$ cat src/hdl/board_pkg.sv
/*
 * Key and LED definitions for the board control logic.
 * Keys and LEDs are both active low on the board.
 */
package board_pkg;

	localparam int key_count = 4;			// push keys on the board
	localparam int led_count = 2 * key_count;	// held nibble plus toggle nibble

	// one bit per key, raw level or one-hot code
	typedef logic [key_count-1:0] key_vec_t;

	// 1 turns the LED off
	typedef logic [led_count-1:0] led_vec_t;

endpackage
$ cat src/hdl/led_control.sv
/*
 * LED driver, outputs lag the key codes by one clock.
 * Low nibble shows held keys, high nibble toggles once per press.
 */
module led_control (
	input  logic sys_clk,
	input  logic sys_rst_n,
	input  board_pkg::key_vec_t sta_key,
	input  board_pkg::key_vec_t sta_key_pos,
	output board_pkg::led_vec_t led
);

	localparam int n = board_pkg::key_count;

	// held indicators, lit only while the code is up
	always_ff @(posedge sys_clk) begin
		if (!sys_rst_n)
			led[n-1:0] <= '1;
		else
			led[n-1:0] <= ~sta_key;
	end

	// toggle flags keep their state between presses
	always_ff @(posedge sys_clk) begin
		if (!sys_rst_n)
			led[2*n-1:n] <= '1;
		else
			led[2*n-1:n] <= led[2*n-1:n] ^ sta_key_pos;
	end

endmodule

$ cat config.mk
export PLATFORM = sky130hd
export DESIGN_NAME = led_control
export DESIGN_NICKNAME = d
export VERILOG_FILES = /design/src/hdl/board_pkg.sv /design/src/hdl/led_control.sv
export SDC_FILE = /design/constraint.sdc
export NUM_CORES = 1
export LEC_CHECK = 0
export CAP_MARGIN = 20
export CORE_AREA = 2 2 39 41
export CTS_CLUSTER_SIZE = 30
export DETAILED_ROUTE_END_ITERATION = 12
export DIE_AREA = 0 0 41 43
export DONT_BUFFER_PORTS = 1
export PLACE_DENSITY = 0.33
export SLEW_MARGIN = 20
export SYNTH_ARGS = -nofsm -noshare
export SYNTH_HDL_FRONTEND = slang
export SYNTH_SLANG_ARGS = --single-unit
$ cat constraint.sdc
create_clock -name sys_clk -period 0.8 [get_ports sys_clk]
set_input_delay 0.08 -clock sys_clk [delete_from_list [all_inputs] [get_ports sys_clk]]
set_output_delay 0.08 -clock sys_clk [all_outputs]
set_load 0.05 [all_outputs]
==> metrics.md <==
| Metric | Value |
|---|---|
| Wire per inst | 10.8 um |
| Syn Nets | 31 |
| Share of layout cells above drive strength 1 | 0.614 |
| Initial Util | 0.166 |
| I/O pin count | 18 |
| Final hold violation count | 0 |
| Startpoint types | flip-flop |
| Vias/cell | 3.75 |
| Critical path, cell by cell | buf_8 |
| Failing checks | setup timing |
| Dominant cells by area after synthesis | dfxtp_1, xnor2_1, nand2_1, buf_2 |
| Cell count after synthesis | 21 |
| Starting DRT DRC Count | 0 |
| Chip width | 41 um |
| Setup-failing EPs final | 5 |
| Count of input and output buffers | 0 |
| Fmax | 1220 MHz |
| Fin Clk Skew | 0 ns |
| Final Max Slew Viols | 0 |
| Worst IR Drop VDD | 777 uV |
| Fill count | 143 |
| Cell Rows | 14 |
| Sequential cell area | 170 um2 |
| Pwr/cell area | 2000 nW/um2 |
| Synth Area in XOR/XNOR | 0.152 |
| Leading area contributor after synthesis | dfxtp_1 |
| Worst-Margin Slew | 0.296 ns |
| Number of buffers created by CTS | 3 |
| Biggest regs | led (8) |
| Crit share post-route | 1.02 |
| CTS H-tree lvls | 1 |
| Setup crit end kind | primary output |
| Adder-cell share of the synthesized area | 0 |
| Clk_lat worst skew | 0.25 ns |
| Antenna violation net count after detailed routing | 0 |
| Post-place setup slack | 0.181 ns |
| Most flop-heavy register | led |
| Routed wire length | 645 um |
| Slew headroom | 0.802 |
| Area of the multi-input gates | 95.1 um2 |
| Drc violations | 0 |
| GRT Overall Usage | 0.0853 |
| Hold Crit Class | in2reg |
| Max_cap viols | 0 |
| Yosys warns | 0 |
| Synth Area in Simple Gates | 0.130 |
| RePlAce Congestion | 0.474 |
| Worst-path clk slew | 0.06 ns |
| Core area | 1380 um2 |
| Die Y | 43 um |
| Diode count | 0 |
| Final WS setup | -0.0163 ns |
| RSZ-0062 raised after global routing | true |
| Root Buffer Master | clkbuf_4 |
| Clock tree buffer depth | 2 |
| Via count | 225 |
| CTS tree | yes |
| Vias in the first global route | 215 |
| Post-Syn Area | 230 um2 |
| Crit path DAT | 0.74 ns |
| Placed cells | 44 |
| Die ar. | 1760 um2 |
| Final Util | 0.410 |
| Global-route wire length before repair | 848 um |
| Worst path slowest cell | dfxtp_2 |
| GRT overflow | 0 |
| Leakage Power | 0.256 nW |
| DR pass1 iterations | 1 |
| Top delay family on crit path | flip-flops |
| Required time of the critical path | 0.72 ns |
| Fin crit period | 0.816 ns |
| Compound-Gate Fraction of Synth Area | 0 |
| Worst Path Buf+Inv | 1 |
| Clk sinks | 8 |
| Outcome | finished, violations left |
| Initial antenna violation count | 0 |
| Mux share of post-synthesis cell area | 0 |
| Final #Nets | 56 |
| CP max FO | 2 |
| Synth top area share | 0.696 |
| CP max stage delay | 0.34 ns |
| Syn_area_per_cell | 11.0 um2 |
| Distinct cells, synth | 4 |
| Critical path class | reg2out |
| Largest net degree at the start of global routing | 9 |
| Main combinational cell family by area after synthesis | XOR/XNOR gates |
| Final non-filler cell total | 60 |
| P&R area growth vs syn | 147% |
| Sequential area share after synthesis | 0.696 |
| Max reg flops | 8 |
| Number of synthesized register bits | 8 |
==> cell usage after synthesis (all sizes together) <==
library cell	n
nand2	8
xnor2	4
dfxtp	8
buf	1
==> layout make-up <==
type,instances,area share
clock buffers,3,0.0396
multi-input cells,12,0.167
flip-flops and latches,8,0.300
well taps,16,0.0352
repair buffers,21,0.458
==> stage by stage <==
step / cell area, um2 / setup TNS, ns / power [mW] / hold slack, ns
2_1_floorplan: 235 / 0 / 0.614 / 0.142
3_3_place_gp: 360 / 0 / 0.695 / 0.145
3_5_place_dp: 360 / 0 / 0.696 / 0.146
4_1_cts: 538 / -0.191 / 1.14 / 0.426
5_1_grt: 568 / -0.335 / 1.20 / 0.431
6_report: 568 / -0.0486 / 1.14 / 0.432
==> final timing paths <==
path	depth (start not counted)	slack, ns	start	end
max	1	-0.02	led[4]$_SDFF_PN1_	led[4]
min	2	0.43	sta_key[0]	led[0]$_SDFF_PN1_
max reg2reg	3	0.03	led[6]$_SDFF_PN1_	led[6]$_SDFF_PN1_
min reg2reg	3	0.58	led[7]$_SDFF_PN1_	led[7]$_SDFF_PN1_
==> cells in the final DEF, fill, tap and decap left out, drive strengths merged <==
| master | n |
|---|---|
| dlygate4sd3 | 9 |
| dfxtp | 8 |
| nand2 | 8 |
| buf | 12 |
| clkbuf | 3 |
| xnor2 | 4 |
==> cell families after synthesis <==
group                     count (synthesis)
DFF                                       8
buffers and inverters                     1
xor gates and xnor gates                  4
and+or+nand+nor                           8
==> where the power goes <==
| group | internal (mW) | switching (mW) |
|---|---|---|
| sequential | 0.438 | 0.0260 |
| combinational | 0.192 | 0.171 |
| clock | 0.172 | 0.136 |
==> metal layers <==
layer,up-vias,routed length [um],part of all wire,GRT usage
li1,109,-,-,-
met1,101,236,0.37,0.0675
met2,15,352,0.55,0.125
met3,0,57,0.088,0.0785
met4,0,0,0,0.0600
met5,-,0,0,0
==> what timing repair did <==
action	in CTS	in global routing
gates resized for setup	12	4
hold endpoints to repair	8	0
setup endpoints to repair	8	12
buffers inserted	4	0
hold buffers	9	0
==> worst reg2reg max path, stage by stage (launching register included) <==
cell,delay [ns]
dfxtp_2,0.32
buf_4,0.14
xnor2_2,0.12
nand2_1,0.06
(Power assumes the default switching activity.)
