<file path="config.mk">
export PLATFORM = sky130hd
export DESIGN_NAME = key_debounce
export DESIGN_NICKNAME = d
export VERILOG_FILES = /design/src/hdl/board_pkg.sv /design/src/hdl/key_debounce.sv
export SDC_FILE = /design/constraint.sdc
export NUM_CORES = 1
export LEC_CHECK = 0
export BUFFER_PORTS_ARGS = -buffer_cell sky130_fd_sc_hd__clkbuf_2
export CAP_MARGIN = 20
export CORE_MARGIN = 10
export CORE_UTILIZATION = 48
export CTS_BUF_LIST = sky130_fd_sc_hd__clkbuf_2
export DETAILED_ROUTE_END_ITERATION = 10
export PLACE_DENSITY = 0.75
export RECOVER_POWER = 25
export SYNTH_ARGS = -nofsm -noshare
export SYNTH_HDL_FRONTEND = slang
export SYNTH_SLANG_ARGS = --single-unit
</file>
<file path="constraint.sdc">
create_clock -name sys_clk -period 1.3 [get_ports sys_clk]
set_clock_uncertainty 0.15 [all_clocks]
set_input_delay 0.195 -clock sys_clk [delete_from_list [all_inputs] [get_ports sys_clk]]
set_output_delay 0.195 -clock sys_clk [all_outputs]
set_load 0.01 [all_outputs]
</file>
<file path="src/hdl/board_pkg.sv">
/*
 * Key and LED definitions for the board control logic.
 * Keys and LEDs are both active low on the board.
 */
package board_pkg;

	localparam int key_count = 4;			// push keys on the board
	localparam int led_count = 2 * key_count;	// held nibble plus toggle nibble

	// one bit per key, raw level or one-hot code
	typedef logic [key_count-1:0] key_vec_t;

	// 1 turns the LED off
	typedef logic [led_count-1:0] led_vec_t;

endpackage
</file>
<file path="src/hdl/key_debounce.sv">
/*
 * Debounce for four active-low keys, key 0 has the highest priority.
 * Only one press pulse per hold, even if the winning key changes.
 */
module key_debounce #(
	parameter int debounce_ticks = 20
) (
	input  logic sys_clk,
	input  logic sys_rst_n,
	input  logic tick,
	input  board_pkg::key_vec_t key_in,
	output board_pkg::key_vec_t sta_key,
	output board_pkg::key_vec_t sta_key_pos
);

	localparam int cnt_w = $clog2(debounce_ticks + 1);

	board_pkg::key_vec_t key_meta;
	board_pkg::key_vec_t key_sync;
	logic [cnt_w-1:0] cnt;
	logic stable;
	logic held_q;

	// one-hot code of the lowest numbered low key
	function automatic board_pkg::key_vec_t pick_key(input board_pkg::key_vec_t keys_n);
		board_pkg::key_vec_t code;
		code = '0;
		for (int i = board_pkg::key_count - 1; i >= 0; i--) begin
			if (!keys_n[i])
				code = board_pkg::key_vec_t'(1) << i;	// lower index overrides
		end
		return code;
	endfunction

	assign stable = (cnt == cnt_w'(debounce_ticks));

	always_ff @(posedge sys_clk) begin
		if (!sys_rst_n) begin
			key_meta <= '1;
			key_sync <= '1;
		end else begin
			key_meta <= key_in;	// async keys
			key_sync <= key_meta;
		end
	end

	always_ff @(posedge sys_clk) begin
		if (!sys_rst_n)
			cnt <= '0;
		else if (&key_sync)
			cnt <= '0;		// all released
		else if (tick && !stable)
			cnt <= cnt + 1'b1;	// saturates at debounce_ticks
	end

	always_ff @(posedge sys_clk) begin
		if (!sys_rst_n) begin
			sta_key <= '0;
			held_q <= 1'b0;
		end else begin
			sta_key <= stable ? pick_key(key_sync) : '0;
			held_q <= |sta_key;
		end
	end

	assign sta_key_pos = held_q ? '0 : sta_key;	// first cycle of a press

endmodule

</file>
==> summary.txt <==
Clock network
  – Num CTS Buffers: 3
  – Clock-pin slew on the worst setup and hold paths: 0.16 ns
  – Clock Sinks: 18
  – TritonCTS clock tree: done
  – Root buffer cell: clkbuf_2
  – Clk_lat worst skew: 0.29 ns
  – CTS max path bufs: 2
  – Htree depth: 1

Cells and area
  – Most frequent cells in the layout: clkbuf_2 (13), dfxtp_2 (9), dfxtp_1 (9)
  – Layout area overhead: 34.91%
  – Ratio of cells with drive above 1 in the final layout: 0.4149
  – Finished Cell Area: 894.6 µm²
  – ANT cells: 0
  – Final net count: 104
  – Final Core Density: 0.6875
  – Post-Layout Cell Count: 109
  – Fillers: 103
  – Most common cell after layout, fill and taps aside: clkbuf_2

Setup path
  – CP Max Fanout: 3
  – Cell family with most CP delay: flip-flops
  – Crit end category: primary output
  – Crit path cell chain: nor2b_1 -> buf_2
  – Worst setup path class: reg -> out
  – Critical path arrival: 0.91 ns
  – Startpoint types: flip-flop
  – WP data required: 0.95 ns
  – Slowest-stage cell, CP: dfxtp_2
  – CP max stage delay: 0.37 ns
  – CP Buf/Inv Count: 1

Yosys
  – Yosys top cell area share: 0.5434
  – Syn avg cell area: 10.05 µm²
  – Largest cells by area after synthesis: dfxtp_1 (54%), or2b_1 (7.9%), ha_1 (3.8%), nor2b_1 (3.8%), a21oi_1 (3.0%)
  – FF+latch count, synth: 18
  – Synthesized instance count: 66
  – Sequential fraction of the synthesis area: 0.5434
  – Simple-gate portion of the synthesized area: 0.2811
  – Post-synthesis adder-cell area fraction: 0.03774
  – Mux share of post-synthesis cell area: 0
  – Syn. warnings: 0
  – Largest family of logic cells by synthesized area: simple AND/OR/NAND/NOR gates
  – Synth Area in XOR/XNOR: 0.01321
  – Synthesized net count: 75
  – Compound-Gate Fraction of Synth Area: 0.09623
  – Largest area contributor in the netlist: dfxtp_1
  – Post-Synthesis Cell Area: 663.1 µm²
  – Distinct cell type count after synthesis: 23

Die
  – Die width: 57.17 µm
  – Die Span Y: 57.17 µm
  – Die area: 0.003268 mm²
  – Cell Rows: 13
  – Num ports: 15
  – Core box area: 0.001301 mm²
  – Initial Util: 0.5096

STA
  – Hold Fails Final Rpt: 0
  – RSZ-0062 raised after global routing: true
  – Final Max Slew Viols: 0
  – Final setup viols: 0
  – Tcrit/Tclk final: 0.9620
  – Worst Tran Pin Value: 0.2020 ns
  – Fmax achieved: 799.6 MHz
  – Slew HR: 0.8641
  – Fin crit period: 1.251 ns
  – Setup total negative slack: 0 ns

Power
  – Leak pwr: 0.4053 nW
  – Peak VDD IR: 0.5258 mV
  – Pwr dens: 971.5 mW/mm²

Global routing
  – GRT overflow: 0
  – Pin count of the biggest net entering global routing: 12
  – All-layer global routing usage: 0.07453
  – Vias in the first global route: 468
  – Antenna violations before repair: 0
  – Global-route wire length before repair: 2035 µm

Min path
  – Worst hold path class: in -> reg

Place
  – Placed Area: 773.2 µm²
  – Cell count after placement: 97
  – GP Congestion: 0.7163
  – Post-DP HPWL: 885.7 µm
  – Buffers on Ports: 14

Route
  – Post-DRT Antenna Nets: 0
  – Remaining DRCs: 0
  – Drt via density: 5.028
  – Drt total wl: 1275 µm
  – First drt pass iteration count: 5
  – Initial DRC count: 8
  – Via Count: 548
  – Routed WL per cell: 11.70 µm

Status
  – Run status: complete, no violations

Job
  – Maxcap violations: 0
## timing repair
item | in CTS | in global routing
gates cloned | 0 | 0
endpoints found under the hold margin | 4 | 0
hold buffers | 4 | 0
setup buffers | 0 | 4
endpoints found under the setup margin | 3 | 11
resized for setup | 3 | 17
pin swaps | 0 | 3
## cell type report
type	instances	area, µm²	share of cell area
Tap cell	15	18.77	0.02098
Inverter	4	15.01	0.01678
Timing Repair Buffer	25	162.7	0.1818
Multi-Input combinational cell	43	307.8	0.3441
Clock inverter	1	3.754	0.004196
Clock buffer	3	15.01	0.01678
Sequential cell	18	371.6	0.4154
## report_power, final
part / switching (mW) / total [mW] / internal [mW] / leakage, nW
Combinational: 0.0287 / 0.0645 / 0.0359 / 0.240
Clock: 0.166 / 0.233 / 0.0669 / 0.0140
Sequential: 0.00552 / 0.571 / 0.566 / 0.152
Total: 0.201 / 0.869 / 0.669 / 0.405
## registers in the layout, summed over array words and instances, names as in the netlist
| register | flops |
|---|---|
| cnt | 5 |
| key_meta | 4 |
| key_sync | 4 |
| sta_key | 4 |
| held_q | 1 |
## through the flow
stage | setup slack (ns) | hold slack (ns) | power (mW)
after floorplan | 0.03002 | 0.1414 | 0.6090
after global placement | 0.04123 | 0.2213 | 0.6299
after detailed placement | -0.03145 | 0.2254 | 0.6328
after CTS | 0.002029 | 0.02325 | 0.8678
after global routing | -0.04931 | 0.03644 | 0.9134
final | 0.04941 | 0.01402 | 0.8691
## cells by family (layout without fill, tap and decap cells)
| group | count (synthesis) | in the layout |
|---|---|---|
| compound gates | 10 | 10 |
| simple gates | 30 | 30 |
| fa+ha+maj | 2 | 2 |
| flops | 18 | 18 |
| xor+xnor | 1 | 1 |
| buf+inv | 5 | 33 |
## synth_stat cells
library cell,number
nor3_1,2
nand4b_1,1
a21oi_2,1
nor3b_1,1
ha_1,2
nand2_1,3
a211o_1,1
or2b_1,7
dfxtp_1,18
nand3_1,3
inv_1,4
o41a_1,1
nand4_1,3
nor2b_1,4
o21ai_0,3
and4b_1,1
and2b_1,1
xor2_1,1
nor4_1,1
nor2_1,2
clkbuf_1,1
nand2b_1,1
a21oi_1,4
## path summary, 6_finish.rpt
kind | startpoint | end | slack [ns] | depth (start not counted)
max reg2reg | cnt[1] | cnt[3] | 0.05 | 4
max | sta_key[3] | sta_key_pos[3] | 0.05 | 2
min reg2reg | key_meta[3] | key_sync[3] | 0.27 | 1
min | sys_rst_n | key_meta[3] | 0.01 | 2
## metal layers
metal	wire, µm	vias to the layer above	track usage
li1	-	283	-
met1	597	239	0.08543
met2	551	24	0.1116
met3	113	2	0.04204
met4	12	0	0.03020
met5	0	-	0
## worst reg2reg max path, delay by kind of cell, from the launching register on
family / cells / cell delay, ns
buf+inv: 1 / 0.07
compound gates: 2 / 0.43
flops: 1 / 0.37
fa+ha+maj: 1 / 0.17
No activity file was read; power rests on OpenSTA's default activity.
