$ cat config.mk
export PLATFORM = sky130hd
export DESIGN_NAME = tick_divider
export DESIGN_NICKNAME = d
export VERILOG_FILES = /design/src/hdl/tick_divider.sv
export SDC_FILE = /design/constraint.sdc
export NUM_CORES = 1
export LEC_CHECK = 0
export BUFFER_PORTS_ARGS = -buffer_cell sky130_fd_sc_hd__buf_2
export CAP_MARGIN = 20
export CORE_UTILIZATION = 27
export CTS_CLUSTER_DIAMETER = 30
export DETAILED_ROUTE_END_ITERATION = 8
export PLACE_DENSITY = 0.44
export SYNTH_ARGS = -nofsm -noshare
export SYNTH_HDL_FRONTEND = slang
export SYNTH_SLANG_ARGS = --single-unit
$ cat constraint.sdc
create_clock -name sys_clk -period 3.95 [get_ports sys_clk]
set_clock_uncertainty 0.15 [all_clocks]
set_input_delay 0 -clock sys_clk [delete_from_list [all_inputs] [get_ports sys_clk]]
set_output_delay 0 -clock sys_clk [all_outputs]
set_load 0.05 [all_outputs]
$ cat src/hdl/tick_divider.sv
/*
 * One-cycle tick every clk_hz/tick_hz clocks.
 * The ratio is truncated, so pick rates that divide evenly.
 */
module tick_divider #(
	parameter int clk_hz = 50_000_000,
	parameter int tick_hz = 1000
) (
	input  logic sys_clk,
	input  logic sys_rst_n,
	output logic tick
);

	localparam int period = clk_hz / tick_hz;
	localparam int cnt_w = $clog2(period + 1);

	logic [cnt_w-1:0] cnt;

	always_ff @(posedge sys_clk) begin
		if (!sys_rst_n) begin
			cnt <= '0;
			tick <= 1'b0;
		end else if (cnt == cnt_w'(period - 1)) begin
			cnt <= '0;		// wrap and fire
			tick <= 1'b1;
		end else begin
			cnt <= cnt + 1'b1;
			tick <= 1'b0;
		end
	end

endmodule

==> impl_metrics.toml, run 1 <==
[power]
p_int_uw = 217
power.density_nw_per_um2 = 316
power.share.clock_pct = 33.4
net-switching-power_uw = 62.1
power.switching_fraction_pct = 22.3
ir_drop_v = 0.000160
static-leakage-power_uw = 0.000300
pwr-share-comb_pct = 3.1
seq_pwr_share_pct = 63.5

[timing]
setup_repair_after_global_routing_missed_its_margin = "false"
final.min_clock_period_ns = 1.67
rel_slew_slack_pct = 78.8
finalMaxSlewViolations = 0
fin_tns_setup_ns = 0
report.final.hold_viol_count = 0
setup-violations-final = 0
min_period_over_period_pct = 42.2
max_clk_rate_mhz = 600
timing_worst_slew_pin_value_ns = 0.316
timing.final.ws_setup_ns = 2.28

[cts]
ctsLongestPathBuffers = 2
worstSkewPairLatency_ns = 0.29
post_cts.resized_instances = 0
cts_max_level = 1
total_cts_buffers = 3
cts_hold_repair.buffers = 1
ctsRootBufferMaster = "sky130_fd_sc_hd__clkbuf_4"
path_clk_slew_ns = 0.10
cts_num_sinks = 17
cts_tree = "yes"
buffer_count_from_post_cts_setup_fixing = 0

[logic_synthesis]
ys.warnings.count = 0
netlist_area_um2 = 808
ys_seq_elements = 17
synthesis.instances = 81
synth_fp_nets = 84
synth.distinct_cells = 20
ys_seq_area_share_pct = 42.1
syn_area_per_cell_um2 = 9.98

[run]
drv.max_cap_violation_count = 0

[die]
floorplan.initialDensity_pct = 28.8
die_w_um = 56.7
core.rowCount = 19
die_y_um = 56.7
floorplan.die_area_um2 = 3220
ioPinCount = 3
area_of_the_core_region_um2 = 2810

[worst_setup_path]
timing.critical_path.required_ns = 3.98
critPathArrivalTime_ns = 1.70
family_with_the_most_delay_on_the_worst_path = "simple AND/OR/NAND/NOR gates"
cp_slowest_cell = "sky130_fd_sc_hd__dfxtp_1"
cp_cell_sequence = "ha_1 -> nand3_1 -> nor4_2 -> xnor2_1 -> nor2_2"
critPathMaxStageDelay_ns = 0.40
crit_path_max_fanout = 4
timing.setup.critical_path_class = "flop to flop"
critPathLaunchType = "flop"
timing.critical_path.to_type = "flop"
crit_buf_inv = 0

[finish]
regArea_um2 = 340
share_of_layout_cells_above_drive_strength_1_pct = 20.7
multi_input_comb_area_um2 = 442
layout.cells.most_common = "sky130_fd_sc_hd__dfxtp_1"
antenna-diode-count = 0
fin_nets = 91
areaGrowthSynthToFinish_pct = 9.13
most-common-layout-cells = "sky130_fd_sc_hd__dfxtp_1, sky130_fd_sc_hd__nor2_1, sky130_fd_sc_hd__xnor2_1, sky130_fd_sc_hd__nand3_1"
fillers = 306

[place]
detailed_place_hpwl_um = 980
gp_routability_congestion = 0.681
placement.setup.worst_slack_ns = 2.30
portBuffers = 2

[global_route]
grt.total_usage_pct = 10.1
grt_max_degree = 15
antenna_violations_before_repair = 0
overflow = 0
first_pass_grt_wire_length_mm = 2.43
number_of_global_route_vias_before_repair = 520

[route]
routed_wirelength_mm = 1.39
route.detailed.vias_per_inst = 4.70
post-route-drc-count = 2
ant_nets = 0
routed_wire_length_per_instance_um = 11.8
firstDrtPassIters = 6
detailedRoute.firstIterationViolations = 8
vias = 555

[status]
violations = "design-rule violations"
run_status = "finished, violations left"

[worst_hold_path]
holdCritPathClass = "flop to flop"
-- power by group through the flow --
stage | Combinational, uW | Clock (uW) | Sequential (uW)
3_5_place_dp | 7.93 | 0 | 181
5_1_grt | 10.1 | 107 | 178
2_1_floorplan | 6.70 | 0 | 180
3_3_place_gp | 8.15 | 0 | 181
4_1_cts | 8.88 | 98.3 | 177
6_report | 8.72 | 93.2 | 177
-- cells in the mapped netlist, drive strengths merged --
library cell  count  area [um^2]
and4bb            2         25.0
dfxtp            17          340
buf               1         11.3
nand3             6         42.5
and3              2         12.5
nor4              4         50.1
inv               4         15.0
ha                1         12.5
nor4b             1         15.0
xor2              2         17.5
nand2             3         13.8
nor3              4         20.0
xnor2            12          105
nand4             4         52.6
nor2             18         75.1
-- worst paths after layout --
path | startpoint | endpoint | slack [ns] | depth (start not counted)
max | cnt[0] | cnt[14] | 2.28 | 5
min | cnt[0] | cnt[0] | 0.33 | 1
max reg2reg | cnt[0] | cnt[14] | 2.28 | 5
min reg2reg | cnt[0] | cnt[0] | 0.33 | 1
-- layout make-up --
cell class / count / area share (%)
repair buffers: 3 / 2.27
multi-input cells: 59 / 50.1
well taps: 31 / 4.40
clock buffers: 4 / 2.98
inverters: 4 / 1.70
flip-flops and latches: 17 / 38.6
-- per-stage QoR --
step / hold WS (ns) / cell area (um^2) / util, % / total power [uW] / std cells
6_report: 0.333 / 882 / 31.4 / 279 / 118
5_1_grt: 0.360 / 882 / 31.4 / 294 / 118
3_5_place_dp: 0.125 / 846 / 30.2 / 189 / 113
4_1_cts: 0.333 / 882 / 31.4 / 284 / 118
2_1_floorplan: -0.0165 / 808 / - / 187 / 81
3_3_place_gp: 0.123 / 846 / 30.2 / 189 / 113
-- per-layer routing --
layer  track usage [%]  up-vias  share of wire, %
met4              2.14        0              0.79
met2              15.6        5                42
met3              4.84        2               3.3
met1              12.7      256                54
met5                 0        -                 0
li1                  -      292                 -
-- cell families (layout without fill, tap and decap cells) --
family	after synthesis	in the layout	share of synthesized area [%]
and+or+nand+nor	44	44	37.9
adders and majority gates	1	1	1.55
DFF	17	17	42.1
xor gates and xnor gates	14	14	15.2
buffers and inverters	5	11	3.25
-- registers in the layout, summed over array words and instances (netlist names) --
signal	count
cnt	16
tick	1
(Power assumes the default switching activity.)
==> run 2, diff against run 1 <==
- PLACE_DENSITY: 0.44 -> 0.46
- clock period: 3.95 -> 1.5 ns (I/O delays scaled with it)
==> impl_metrics.toml, run 2 (synthesized netlist as in run 1, its figures left out) <==
[finish]
reg_with_most_ffs = "cnt"
layout.cells.most_common = "sky130_fd_sc_hd__nor2_1"
fin_nets = 105
layoutNonFillerInstCount = 132
share_of_layout_cells_above_drive_strength_1_pct = 43.6
antenna-diode-count = 0
reg_top3 = "cnt x16, tick x1"
areaGrowthSynthToFinish_pct = 35.1
most-common-layout-cells = "sky130_fd_sc_hd__nor2_1, sky130_fd_sc_hd__xnor2_1, sky130_fd_sc_hd__buf_4, sky130_fd_sc_hd__dfxtp_1, sky130_fd_sc_hd__dfxtp_2"
largest_register_ffs = 16

[route]
routed_wire_length_per_instance_um = 12.4
detailedRoute.firstIterationViolations = 13
route.detailed.vias_per_inst = 4.51
ant_nets = 0
firstDrtPassIters = 6
vias = 595
post-route-drc-count = 2
routed_wirelength_mm = 1.64

[run]
drv.max_cap_violation_count = 0

[worst_setup_path]
cp_cell_sequence = "nand4_4 -> nor4_4 -> xnor2_1 -> nor2_2"
ff2ff_path_depth = 4
critPathMaxStageDelay_ns = 0.49
critPathLaunchType = "flop"
setup.reg_to_reg.worst_slack_ns = 0.08
cp_slowest_cell = "sky130_fd_sc_hd__dfxtp_1"
timing.critical_path.to_type = "flop"
worst_r2r_startpoint = "cnt[3]"
crit_path_max_fanout = 6
critPathArrivalTime_ns = 1.47
timing.setup.critical_path_class = "flop to flop"
worst_r2r_endpoint = "cnt[15]"
timing.critical_path.required_ns = 1.55

[cts]
cts_max_level = 1
cts_num_sinks = 17
cts_tree = "yes"
worstSkewPairLatency_ns = 0.29
total_cts_buffers = 3
ctsLongestPathBuffers = 2
buffer_count_from_post_cts_setup_fixing = 0
ctsRootBufferMaster = "sky130_fd_sc_hd__clkbuf_4"
path_clk_slew_ns = 0.10

[global_route]
grt_max_degree = 10
first_pass_grt_wire_length_mm = 2.66
overflow = 0
number_of_global_route_vias_before_repair = 575
antenna_violations_before_repair = 0
grt.total_usage_pct = 11.1

[die]
core.rowCount = 19
die_w_um = 56.7
die_y_um = 56.7
area_of_the_core_region_um2 = 2810
floorplan.initialDensity_pct = 28.8
ioPinCount = 3
floorplan.die_area_um2 = 3220

[power]
p_int_uw = 592
power.share.clock_pct = 32.3
power.density_nw_per_um2 = 705
static-leakage-power_uw = 0.000436
pwr-share-comb_pct = 6.7
power.switching_fraction_pct = 23.1
seq_pwr_share_pct = 61.0
ir_drop_v = 0.000466
net-switching-power_uw = 178
p_total_uw = 770

[timing]
finalMaxSlewViolations = 0
timing_worst_slew_pin_value_ns = 0.275
max_clk_rate_mhz = 704
hold-worst-slack_ns = 0.366
timing.final.ws_setup_ns = 0.0792
setup-violations-final = 0
min_period_over_period_pct = 94.7
final.min_clock_period_ns = 1.42
rel_slew_slack_pct = 81.6
report.final.hold_viol_count = 0
fin_tns_setup_ns = 0

[place]
placed_cells = 127
placement.setup.worst_slack_ns = -0.0505
portBuffers = 2
gp_routability_congestion = 0.699
detailed_place_hpwl_mm = 1.16

[worst_hold_path]
holdCritPathClass = "input port to flop"
worst_hold_startpoint = "sys_rst_n"
min_path_cells = 4
min_delay_worst_endpoint = "cnt[2]"

[status]
violations = "design-rule violations"
run_status = "finished, violations left"
-- run 2: through the flow --
step                      util, %  instance area (um^2)
after floorplan                 -                   808
after global placement       34.8                   976
after detailed placement     34.8                   976
after CTS                    36.3                  1020
after global routing         38.9                  1090
final                        38.9                  1090
-- run 2: cell type report --
| type | instances | area (um^2) |
|---|---|---|
| fill | 285 | 1710 |
| multi-input combinational | 59 | 512 |
| sequential | 17 | 350 |
| timing repair buffer | 17 | 150 |
| tap | 31 | 38.8 |
| clock buffer | 4 | 26.3 |
| inverter | 4 | 15.0 |
-- run 2: power by group through the flow --
stage	sequential [uW]	combinational (uW)	clock, uW
after floorplan	475	17.7	0
after global routing	471	56.7	279
after global placement	474	43.5	0
after CTS	464	45.1	264
final	470	51.6	249
after detailed placement	474	42.4	0
-- run 2: critical path: cells and delay by family (launching register included) --
kind | cells | cell delay [ns]
AND/OR/NAND/NOR | 3 | 0.52
flip-flops | 1 | 0.49
XOR/XNOR | 1 | 0.16
-- run 2: worst max path at each step --
stage,to,from,slack (ns),cells past startpoint
after global routing,cnt[15],cnt[3],-0.01,4
after detailed placement,cnt[14],cnt[0],-0.05,5
after floorplan,cnt[14],cnt[0],0.02,5
after CTS,cnt[15],cnt[2],0.01,4
final,cnt[15],cnt[3],0.08,4
after global placement,cnt[14],cnt[1],-0.07,5
-- run 2: metal layers --
metal | global-route usage, % | share of wire, % | wire length, um
met4 | 3.21 | 0.79 | 13
met5 | 0 | 0 | 0
met3 | 4.15 | 2.9 | 48
met1 | 14.6 | 53 | 869
met2 | 16.7 | 43 | 709
-- run 2: what timing repair did --
action                                 in CTS  in global routing
pin swaps                                   1                  1
hold buffers                                1                  0
setup endpoints to repair                   4                 15
endpoints found under the hold margin      17                  0
cloned                                      0                  0
resized for setup                           1                 17
