$ cat src/hdl/i2c_pkg.sv
/*
 * I2C definitions for the ADC reader.
 * Address and register pointer are fixed for the one converter on the bus.
 */
package i2c_pkg;

	typedef logic [7:0] byte_t;

	localparam logic [6:0] device_id = 7'b1010_100;	// 7-bit converter address
	localparam byte_t reg_addr = 8'h00;		// conversion result register

	// bit engine states
	typedef enum logic [2:0] {
		idle,
		start,
		send_byte,
		get_ack,
		restart,
		recv_byte,
		send_nack,
		stop
	} bus_state_t;

endpackage

$ cat src/hdl/adc_reader.sv
/*
 * Turns en_read into one bus read and registers the result.
 * en_read while a read is running is dropped, nothing is queued.
 */
module adc_reader (
	input  logic sys_clk,
	input  logic sys_rst_n,
	input  logic en_read,
	input  i2c_pkg::byte_t rd_data,
	input  logic done,
	input  logic nack,
	output logic start,
	output i2c_pkg::byte_t adc_data,
	output logic adc_data_vld,
	output logic adc_nack
);

	logic busy;

	always_ff @(posedge sys_clk) begin
		if (!sys_rst_n) begin
			busy <= 1'b0;
			start <= 1'b0;
		end else begin
			start <= en_read && !busy;	// accepted request
			if (done)
				busy <= 1'b0;
			else if (en_read)
				busy <= 1'b1;
		end
	end

	// result pulses one clock after done
	always_ff @(posedge sys_clk) begin
		if (!sys_rst_n) begin
			adc_data_vld <= 1'b0;
			adc_nack <= 1'b0;
		end else begin
			adc_data_vld <= done && !nack;
			adc_nack <= done && nack;
		end
	end

	always_ff @(posedge sys_clk) begin
		if (done && !nack)
			adc_data <= rd_data;	// keeps old byte on nack
	end

endmodule

$ cat config.mk
export PLATFORM = sky130hd
export DESIGN_NAME = adc_reader
export DESIGN_NICKNAME = d
export VERILOG_FILES = /design/src/hdl/i2c_pkg.sv /design/src/hdl/adc_reader.sv
export SDC_FILE = /design/constraint.sdc
export NUM_CORES = 1
export LEC_CHECK = 0
export BUFFER_PORTS_ARGS = -buffer_cell sky130_fd_sc_hd__buf_2
export CAP_MARGIN = 30
export CORE_AREA = 5 5 42 44
export CTS_BUF_LIST = sky130_fd_sc_hd__clkbuf_4 sky130_fd_sc_hd__clkbuf_8
export DETAILED_ROUTE_END_ITERATION = 10
export DIE_AREA = 0 0 47 49
export HOLD_SLACK_MARGIN = 0.05
export PLACE_DENSITY = 0.53
export RECOVER_POWER = 50
export SETUP_SLACK_MARGIN = 0.05
export SLEW_MARGIN = 20
export SYNTH_ARGS = -nofsm -noshare
export SYNTH_HDL_FRONTEND = slang
export SYNTH_SLANG_ARGS = --single-unit
$ cat constraint.sdc
create_clock -name sys_clk -period 1.05 [get_ports sys_clk]
set_input_delay 0.0525 -clock sys_clk [delete_from_list [all_inputs] [get_ports sys_clk]]
set_output_delay 0.0525 -clock sys_clk [all_outputs]
set_load 0.02 [all_outputs]
==> results of run 1 <==
cell usage in the layout, fill, tap and decap left out:
cell / instances
sky130_fd_sc_hd__dfxtp_1: 4
sky130_fd_sc_hd__nor2_1: 2
sky130_fd_sc_hd__and2_1: 1
sky130_fd_sc_hd__clkbuf_1: 1
sky130_fd_sc_hd__clkbuf_4: 3
sky130_fd_sc_hd__and3_1: 1
sky130_fd_sc_hd__clkinv_1: 1
sky130_fd_sc_hd__dlygate4sd3_1: 11
sky130_fd_sc_hd__nor3b_1: 1
sky130_fd_sc_hd__edfxtp_1: 8
sky130_fd_sc_hd__nand2_1: 1
sky130_fd_sc_hd__buf_2: 22
sky130_fd_sc_hd__nor2b_1: 1
sequential cells by signal (all words and copies together) (netlist names):
name / flops
start: 1
busy: 1
adc_nack: 1
adc_data_vld: 1
adc_data: 8
final timing paths:
kind	endpoint	slack, ps	cells past startpoint	from
setup / recovery	adc_data[0]	200	1	adc_data[0]
hold / removal	adc_nack	40	2	nack
setup reg to reg	busy	430	2	busy
hold reg to reg	start	420	1	busy
cell families after synthesis:
kind of cell / after synthesis / share of synthesized area (%)
DFF: 12 / 87.7
and+or+nand+nor: 7 / 12.3
cell usage after synthesis:
cell                       instances
sky130_fd_sc_hd__and3_1            1
sky130_fd_sc_hd__nor3b_1           1
sky130_fd_sc_hd__edfxtp_1          8
sky130_fd_sc_hd__nor2b_4           1
sky130_fd_sc_hd__dfxtp_1           4
sky130_fd_sc_hd__nor2_1            2
sky130_fd_sc_hd__and2_1            1
sky130_fd_sc_hd__nand2_1           1
routing by layer:
metal	global-route usage (%)	up-vias	part of all wire, %
li1	-	145	-
met1	8.33	117	41
met2	9.50	19	40
met3	4.80	0	19
met4	4.15	0	0
met5	0	-	0
layout make-up:
class | instances | area share (%)
clock buffer | 3 | 3.59
sequential | 12 | 51.0
tap | 16 | 3.19
multi-input combinational | 7 | 5.98
timing repair buffer | 34 | 35.7
clock inverter | 1 | 0.598
through the flow:
stage	hold slack, ps	util (%)	cell area, µm²	instances
CTS	63.4	45.4	637	73
finish	41.0	44.8	628	73
floorplan	129	-	365	19
global placement	231	35.7	500	58
detailed placement	236	35.7	500	58
global route	35.2	44.8	628	73
report_power, final:
part	internal [mW]	leakage [nW]	switching [mW]	total [mW]
logic	0.0632	0.156	0.0634	0.127
clock network	0.137	0.0154	0.139	0.276
registers	0.534	0.108	0.00625	0.540
total	0.734	0.280	0.208	0.942
repair_timing:
item,in CTS,in global routing
resized for setup,0,0
hold endpoints to repair,12,0
hold buffers,11,0
==> flow_results.org, run 1 <==
** Timing
- Max-slew headroom at the worst pin :: a little under three fifths
- Maximum frequency from static timing analysis :: 1170 MHz
- Final critical delay including setup and external delays :: ~850 ps
- Setup violations remaining at the end of the flow were counted as 0.
- Tcrit/Tclk final :: 81.3%
- Final number of max-transition violations :: 0
- Final setup margin :: 197 ps
- Across the routed clock network, the largest skew measured is 0.0122 ps.
- RSZ-0062 raised after global routing :: false
- For the pin with the worst max-slew slack, the measured transition is 668 ps.
- Setup TNS :: 0 ps
- The hold violation total from the final report came to 0.

** CTS
- TritonCTS clock tree :: built
- Number of buffers on the longest clock path :: 2
- In this run the number of H-tree levels came out at 1.
- Buffer cell driving the clock tree root :: sky130_fd_sc_hd__clkbuf_4
- Post-CTS timing repair inserted 0 buffers for setup.
- Counting every sink on the clock net gives 12.
- Buffers inserted during clock tree synthesis total 3.
- Insertion delay to the later sink of the worst-skew pair :: 260 ps
- Clock-pin slew was measured on the worst setup and hold paths at around 70 ps.

** Power and ir drop
- Total power density per cell area :: 1500 nW/µm²
- Power comes to 942 µW.
- For this design the static power due to leakage is 0.280 nW.
- Worst ir drop on vdd :: 765 µV

** Routing
- After detailed routing, the average wire length per cell comes to 10.5 µm.
- Detailed-route DRC error count :: 0
- In the routed layout, each cell is associated on average with a via count of 3.85.
- For this block, the routed nets add up to 769 µm of wire.
- Starting DRT DRC Count :: 3
- Detailed-routing iteration count for the pre-antenna-repair pass :: 2
- Total number of vias :: 281
- ANT nets after route :: 0

** Final layout
- Fraction of layout instances using a drive strength above 1 :: 43.9%
- Storage element area :: 320 µm²
- Number of nets in the final layout :: 71
- Compared with the post-synthesis result, the final layout area differs by 71.9%.
- Diode count :: 0
- Area occupied by multi-input gates :: 37.5 µm²
- Fill cells in the final layout number ~140.

** Die
- Placeable core area :: 1400 µm²
- The initialized floorplan defines 14 standard-cell rows.
- Starting utilization of the core area :: a little over a quarter
- Vert. Die Dim :: 49 µm
- Die width :: between 40 and 50 µm
- In this run the count of I/O pins placed on the die edge is 24.
- The die covers 2300 µm².

** Placement
- Number of port buffers :: 23
- Prior to clock tree synthesis, the placed netlist has a worst setup slack of 286 ps.
- GP Congestion :: 0.591

** Critical path
- For this run, the slowest stage of the critical path takes 370 ps.
- Grouping stages by cell kind, the critical path spends the most delay in flip-flops.
- Counting both buffers and inverters, the worst setup path holds a total of 1.
- Worst setup SP type :: flip-flop
- Data arrival at the endpoint of the critical path :: ~800 ps
- Critical path required time :: 1000 ps
- Cell with the largest stage delay on the worst path :: sky130_fd_sc_hd__edfxtp_1
- CP Class :: reg2out
- In this run the worst path has a maximum fanout of 1.
- STA classifies the critical path endpoint as a primary output.
- The signal on the critical path passes through buf_2.

** Global routing
- Maximum number of pins on one net before global-route repair :: 10
- Summed over all layers, the global routing overflow is 0.
- The initial antenna violation count is 0.
- The number of global-route vias before repair is 260.
- Global-route wire length before repair :: 1110 µm
- Global routing used 7.16% of the available tracks.

** Yosys
- Share of Yosys cell area claimed by the top area cell type :: 65.8%
- Most area-hungry cell type in the Yosys netlist :: sky130_fd_sc_hd__edfxtp_1
- Biggest area contributors in the synthesized netlist :: sky130_fd_sc_hd__edfxtp_1, sky130_fd_sc_hd__dfxtp_1, sky130_fd_sc_hd__nor2b_4
- Of the synthesized area, sequential elements account for between 80 and 90%.
- The mapped netlist covers ~370 µm².
- Syn Inst Count :: 19
- Synthesis inferred 12 register bits.
- Counting distinct cell types in the post-synthesis netlist gives 8.
- Count of yosys warnings during synthesis :: 0
- Post-Syn Nets :: 32
- A synthesized cell averages 19.2 µm².

** Flow run
- Number of max-cap violations :: 0

** Min path
- Path category of the worst min-delay check :: in2reg

** Status
- The run finished with clean final reports.
No activity file was read; power rests on OpenSTA's default activity.
==> run 2, diff against run 1 <==
==> constraint.sdc (replaced) <==
create_clock -name sys_clk -period 0.8 [get_ports sys_clk]
set_input_delay 0.04 -clock sys_clk [delete_from_list [all_inputs] [get_ports sys_clk]]
set_output_delay 0.04 -clock sys_clk [all_outputs]
set_load 0.02 [all_outputs]
==> flow_results.org, run 2 (synthesized netlist as in run 1, its figures left out) <==
** Power and ir drop
- Internal portion of total power :: 1.00 mW (+36%)
- The switching power total is 283 µW (+36%).
- The portion of total power attributed to sequential cells came to 55.9% (-1.4 points).
- The clock group share of total power is 28.3% (-1.0 points).
- The total leakage power is 0.302 nW (+7.8%).
- The logic gate share of total power was 15.8% (+2.4 points).
- The net switching share of the total power was 22.0% (-0.081 points).
- Worst ir drop on vdd :: 995 µV (+30%)
- The total power density per cell area is 1830 nW/µm² (+22%).

** Global routing
- Combined global-route utilization of all metal layers :: 7.30% (+0.14 points)
- The largest net degree at the start of global routing is 10 (unchanged).
- The global-route wire length before repair is 1130 µm (+1.9%).
- Number of global-route vias before repair :: 266 (+2.3%)
- Overflow left after global routing :: 0 (unchanged)
- The initial antenna violation count is 0 (unchanged).

** Routing
- Detailed-routing iteration count for the pre-antenna-repair pass :: 3 (+1)
- Starting DRT DRC Count :: 2 (-1)
- ANT nets after route :: 0 (unchanged)
- The via count of the routed design is 280 (-0.36%).
- Detailed Route WL :: 800 µm (+4.0%)
- Detailed-route vias per instance :: 3.84 (-0.36%)
- Detailed-route DRC error count :: 0 (unchanged)
- The average wire per cell in the routed design was 11.0 µm (+4.0%).

** CTS
- Post-CTS Setup Inserts :: 0 (unchanged)
- The H-tree depth was 1 (unchanged).
- Insertion delay to the later sink of the worst-skew pair :: 260 ps (about the same)
- The number of buffers between clock root and the deepest sink is 2 (unchanged).
- Clock transition time at the flip-flop clock pins of the worst setup and hold paths :: 70 ps (about the same)
- Num Clock Sinks :: 12 (unchanged)
- The number of buffers inserted during clock tree synthesis is 3 (unchanged).
- The cell sitting at the root of the clock tree is a sky130_fd_sc_hd__clkbuf_4.
- TritonCTS built the clock tree.

** Critical path
- The critical path data arrival time is 800 ps (about the same).
- By startpoint and endpoint, the worst setup path is classified as reg2out.
- In this design, the largest share of critical-path delay is due to flip-flops.
- Cell with the largest stage delay on the worst path :: sky130_fd_sc_hd__edfxtp_1
- Worst setup SP type :: flip-flop
- The buffer and inverter count on the worst path was 1 (unchanged).
- Largest fanout on the critical path :: 1 (unchanged)
- The required time of the critical path is 760 ps (-240 ps).
- CP max stage delay :: 400 ps (+30 ps)
- STA classifies the critical path endpoint as a primary output.
- Traced cell by cell, the critical path runs through buf_6.

** Timing
- The final worst slack came to -44.5 ps (-241 ps).
- RSZ-0062 raised after global routing :: true
- The final count of pins violating max slew came to 0 (unchanged).
- The smallest clock period supported by the final layout is computed as 844 ps.
- Worst Tran Pin Value :: 403 ps (-265 ps)
- Fin Clk Skew :: 0.0231 ps (+0.0109 ps)
- The hold violation total from the final report came to 0 (unchanged).
- Worst hold slack :: 60.8 ps (+19.9 ps)
- After layout, the worst path uses 106% of the clock period.
- The final-report setup violation count is 8 (+8).
- Maximum frequency from static timing analysis :: about 1200 MHz
- The summed negative setup slack over all endpoints is -234 ps (-234 ps).
- The tightest slew margin relative to the limit is 73.0% (+18 points).

** Die
- The height of the chip came to 49 µm (unchanged).
- The die footprint came to 2300 µm² (unchanged).
- Starting utilization of the core area :: 26.1% (unchanged)
- The total I/O pin count was 24 (unchanged).
- Die width :: 47 µm (unchanged)
- The number of placement rows was 14 (unchanged).
- The floorplan core area is 1400 µm² (unchanged).

** Flow run
- The number of max-cap violations came to 0 (unchanged).

** Status
- The checks that failed: setup timing.
- The flow ran to the end, but the final reports show violations.

** Final layout
- Commonest cells after routing, fill and taps aside :: sky130_fd_sc_hd__buf_2, sky130_fd_sc_hd__dlygate4sd3_1, sky130_fd_sc_hd__buf_6, sky130_fd_sc_hd__edfxtp_1
- The number of antenna diodes is 0 (unchanged).
- Final Core Density :: 50.1% (+5.3 points)
- The register cell area after layout came to 324 µm² (+1.2%).
- Most common library cell in the layout ignoring fill and taps :: sky130_fd_sc_hd__buf_2
- Number of nets in the final layout :: 71 (unchanged)
- The number of fill cells was 136 (-5.6%).
- More flip-flops sit in one register than any other, and that register is adc_data.
- Relative to the synthesized area, the layout overhead comes to 92.1%.
- Fraction of layout instances using a drive strength above 1 :: 52.6% (+8.8 points)
- The area of the multi-input gates was 45.0 µm² (+20%).
- Max reg flops :: 8 (unchanged)

** Placement
- GP Congestion :: 0.591 (about the same)
- Number of port buffers :: 23 (unchanged)
- Post-placement worst setup slack :: 48.1 ps (-237 ps)

** Min path
- Path category of the worst min-delay check :: in2reg
[run 2: repair_timing]
item | CTS | global route
gates resized for setup | 9 | 15
endpoints found under the setup margin | 11 | 12
endpoints found under the hold margin | 12 | 0
hold buffers | 11 | 0
[run 2: final timing paths]
path / startpoint / endpoint / slack, ps / cells after the start
hold / removal: nack / adc_nack / 60 / 2
setup / recovery: adc_data[1] / adc_data[1] / -40 / 1
setup reg to reg: busy / busy / 200 / 2
hold reg to reg: busy / start / 420 / 1
[run 2: layer usage]
metal / track usage, % / vias up / wire, µm
met4: 4.15 / 0 / 0
li1: - / 143 / -
met3: 5.17 / 0 / 140
met1: 8.56 / 118 / 321
met5: 0 / - / 0
met2: 9.50 / 19 / 338
[run 2: stage by stage]
step	power, mW	cells	cell area [µm²]
after floorplan	0.787	19	365
after global placement	0.853	58	500
after global routing	1.34	73	702
after detailed placement	0.856	58	500
final	1.28	73	702
after CTS	1.27	73	659
[run 2: power groups by stage]
stage          Clock, mW  Combinational (mW)  Sequential (mW)
2_1_floorplan          0              0.0177            0.770
3_3_place_gp           0               0.131            0.722
3_5_place_dp           0               0.133            0.723
4_1_cts            0.379               0.182            0.712
5_1_grt            0.402               0.219            0.721
6_report           0.363               0.204            0.718
[run 2: layout make-up]
| class | instances | share of cell area (%) |
|---|---|---|
| multi-input cells | 7 | 6.42 |
| repair buffers | 34 | 40.8 |
| flip-flops and latches | 12 | 46.2 |
| clock inverters | 1 | 0.535 |
| clock buffers | 3 | 3.21 |
| well taps | 16 | 2.85 |
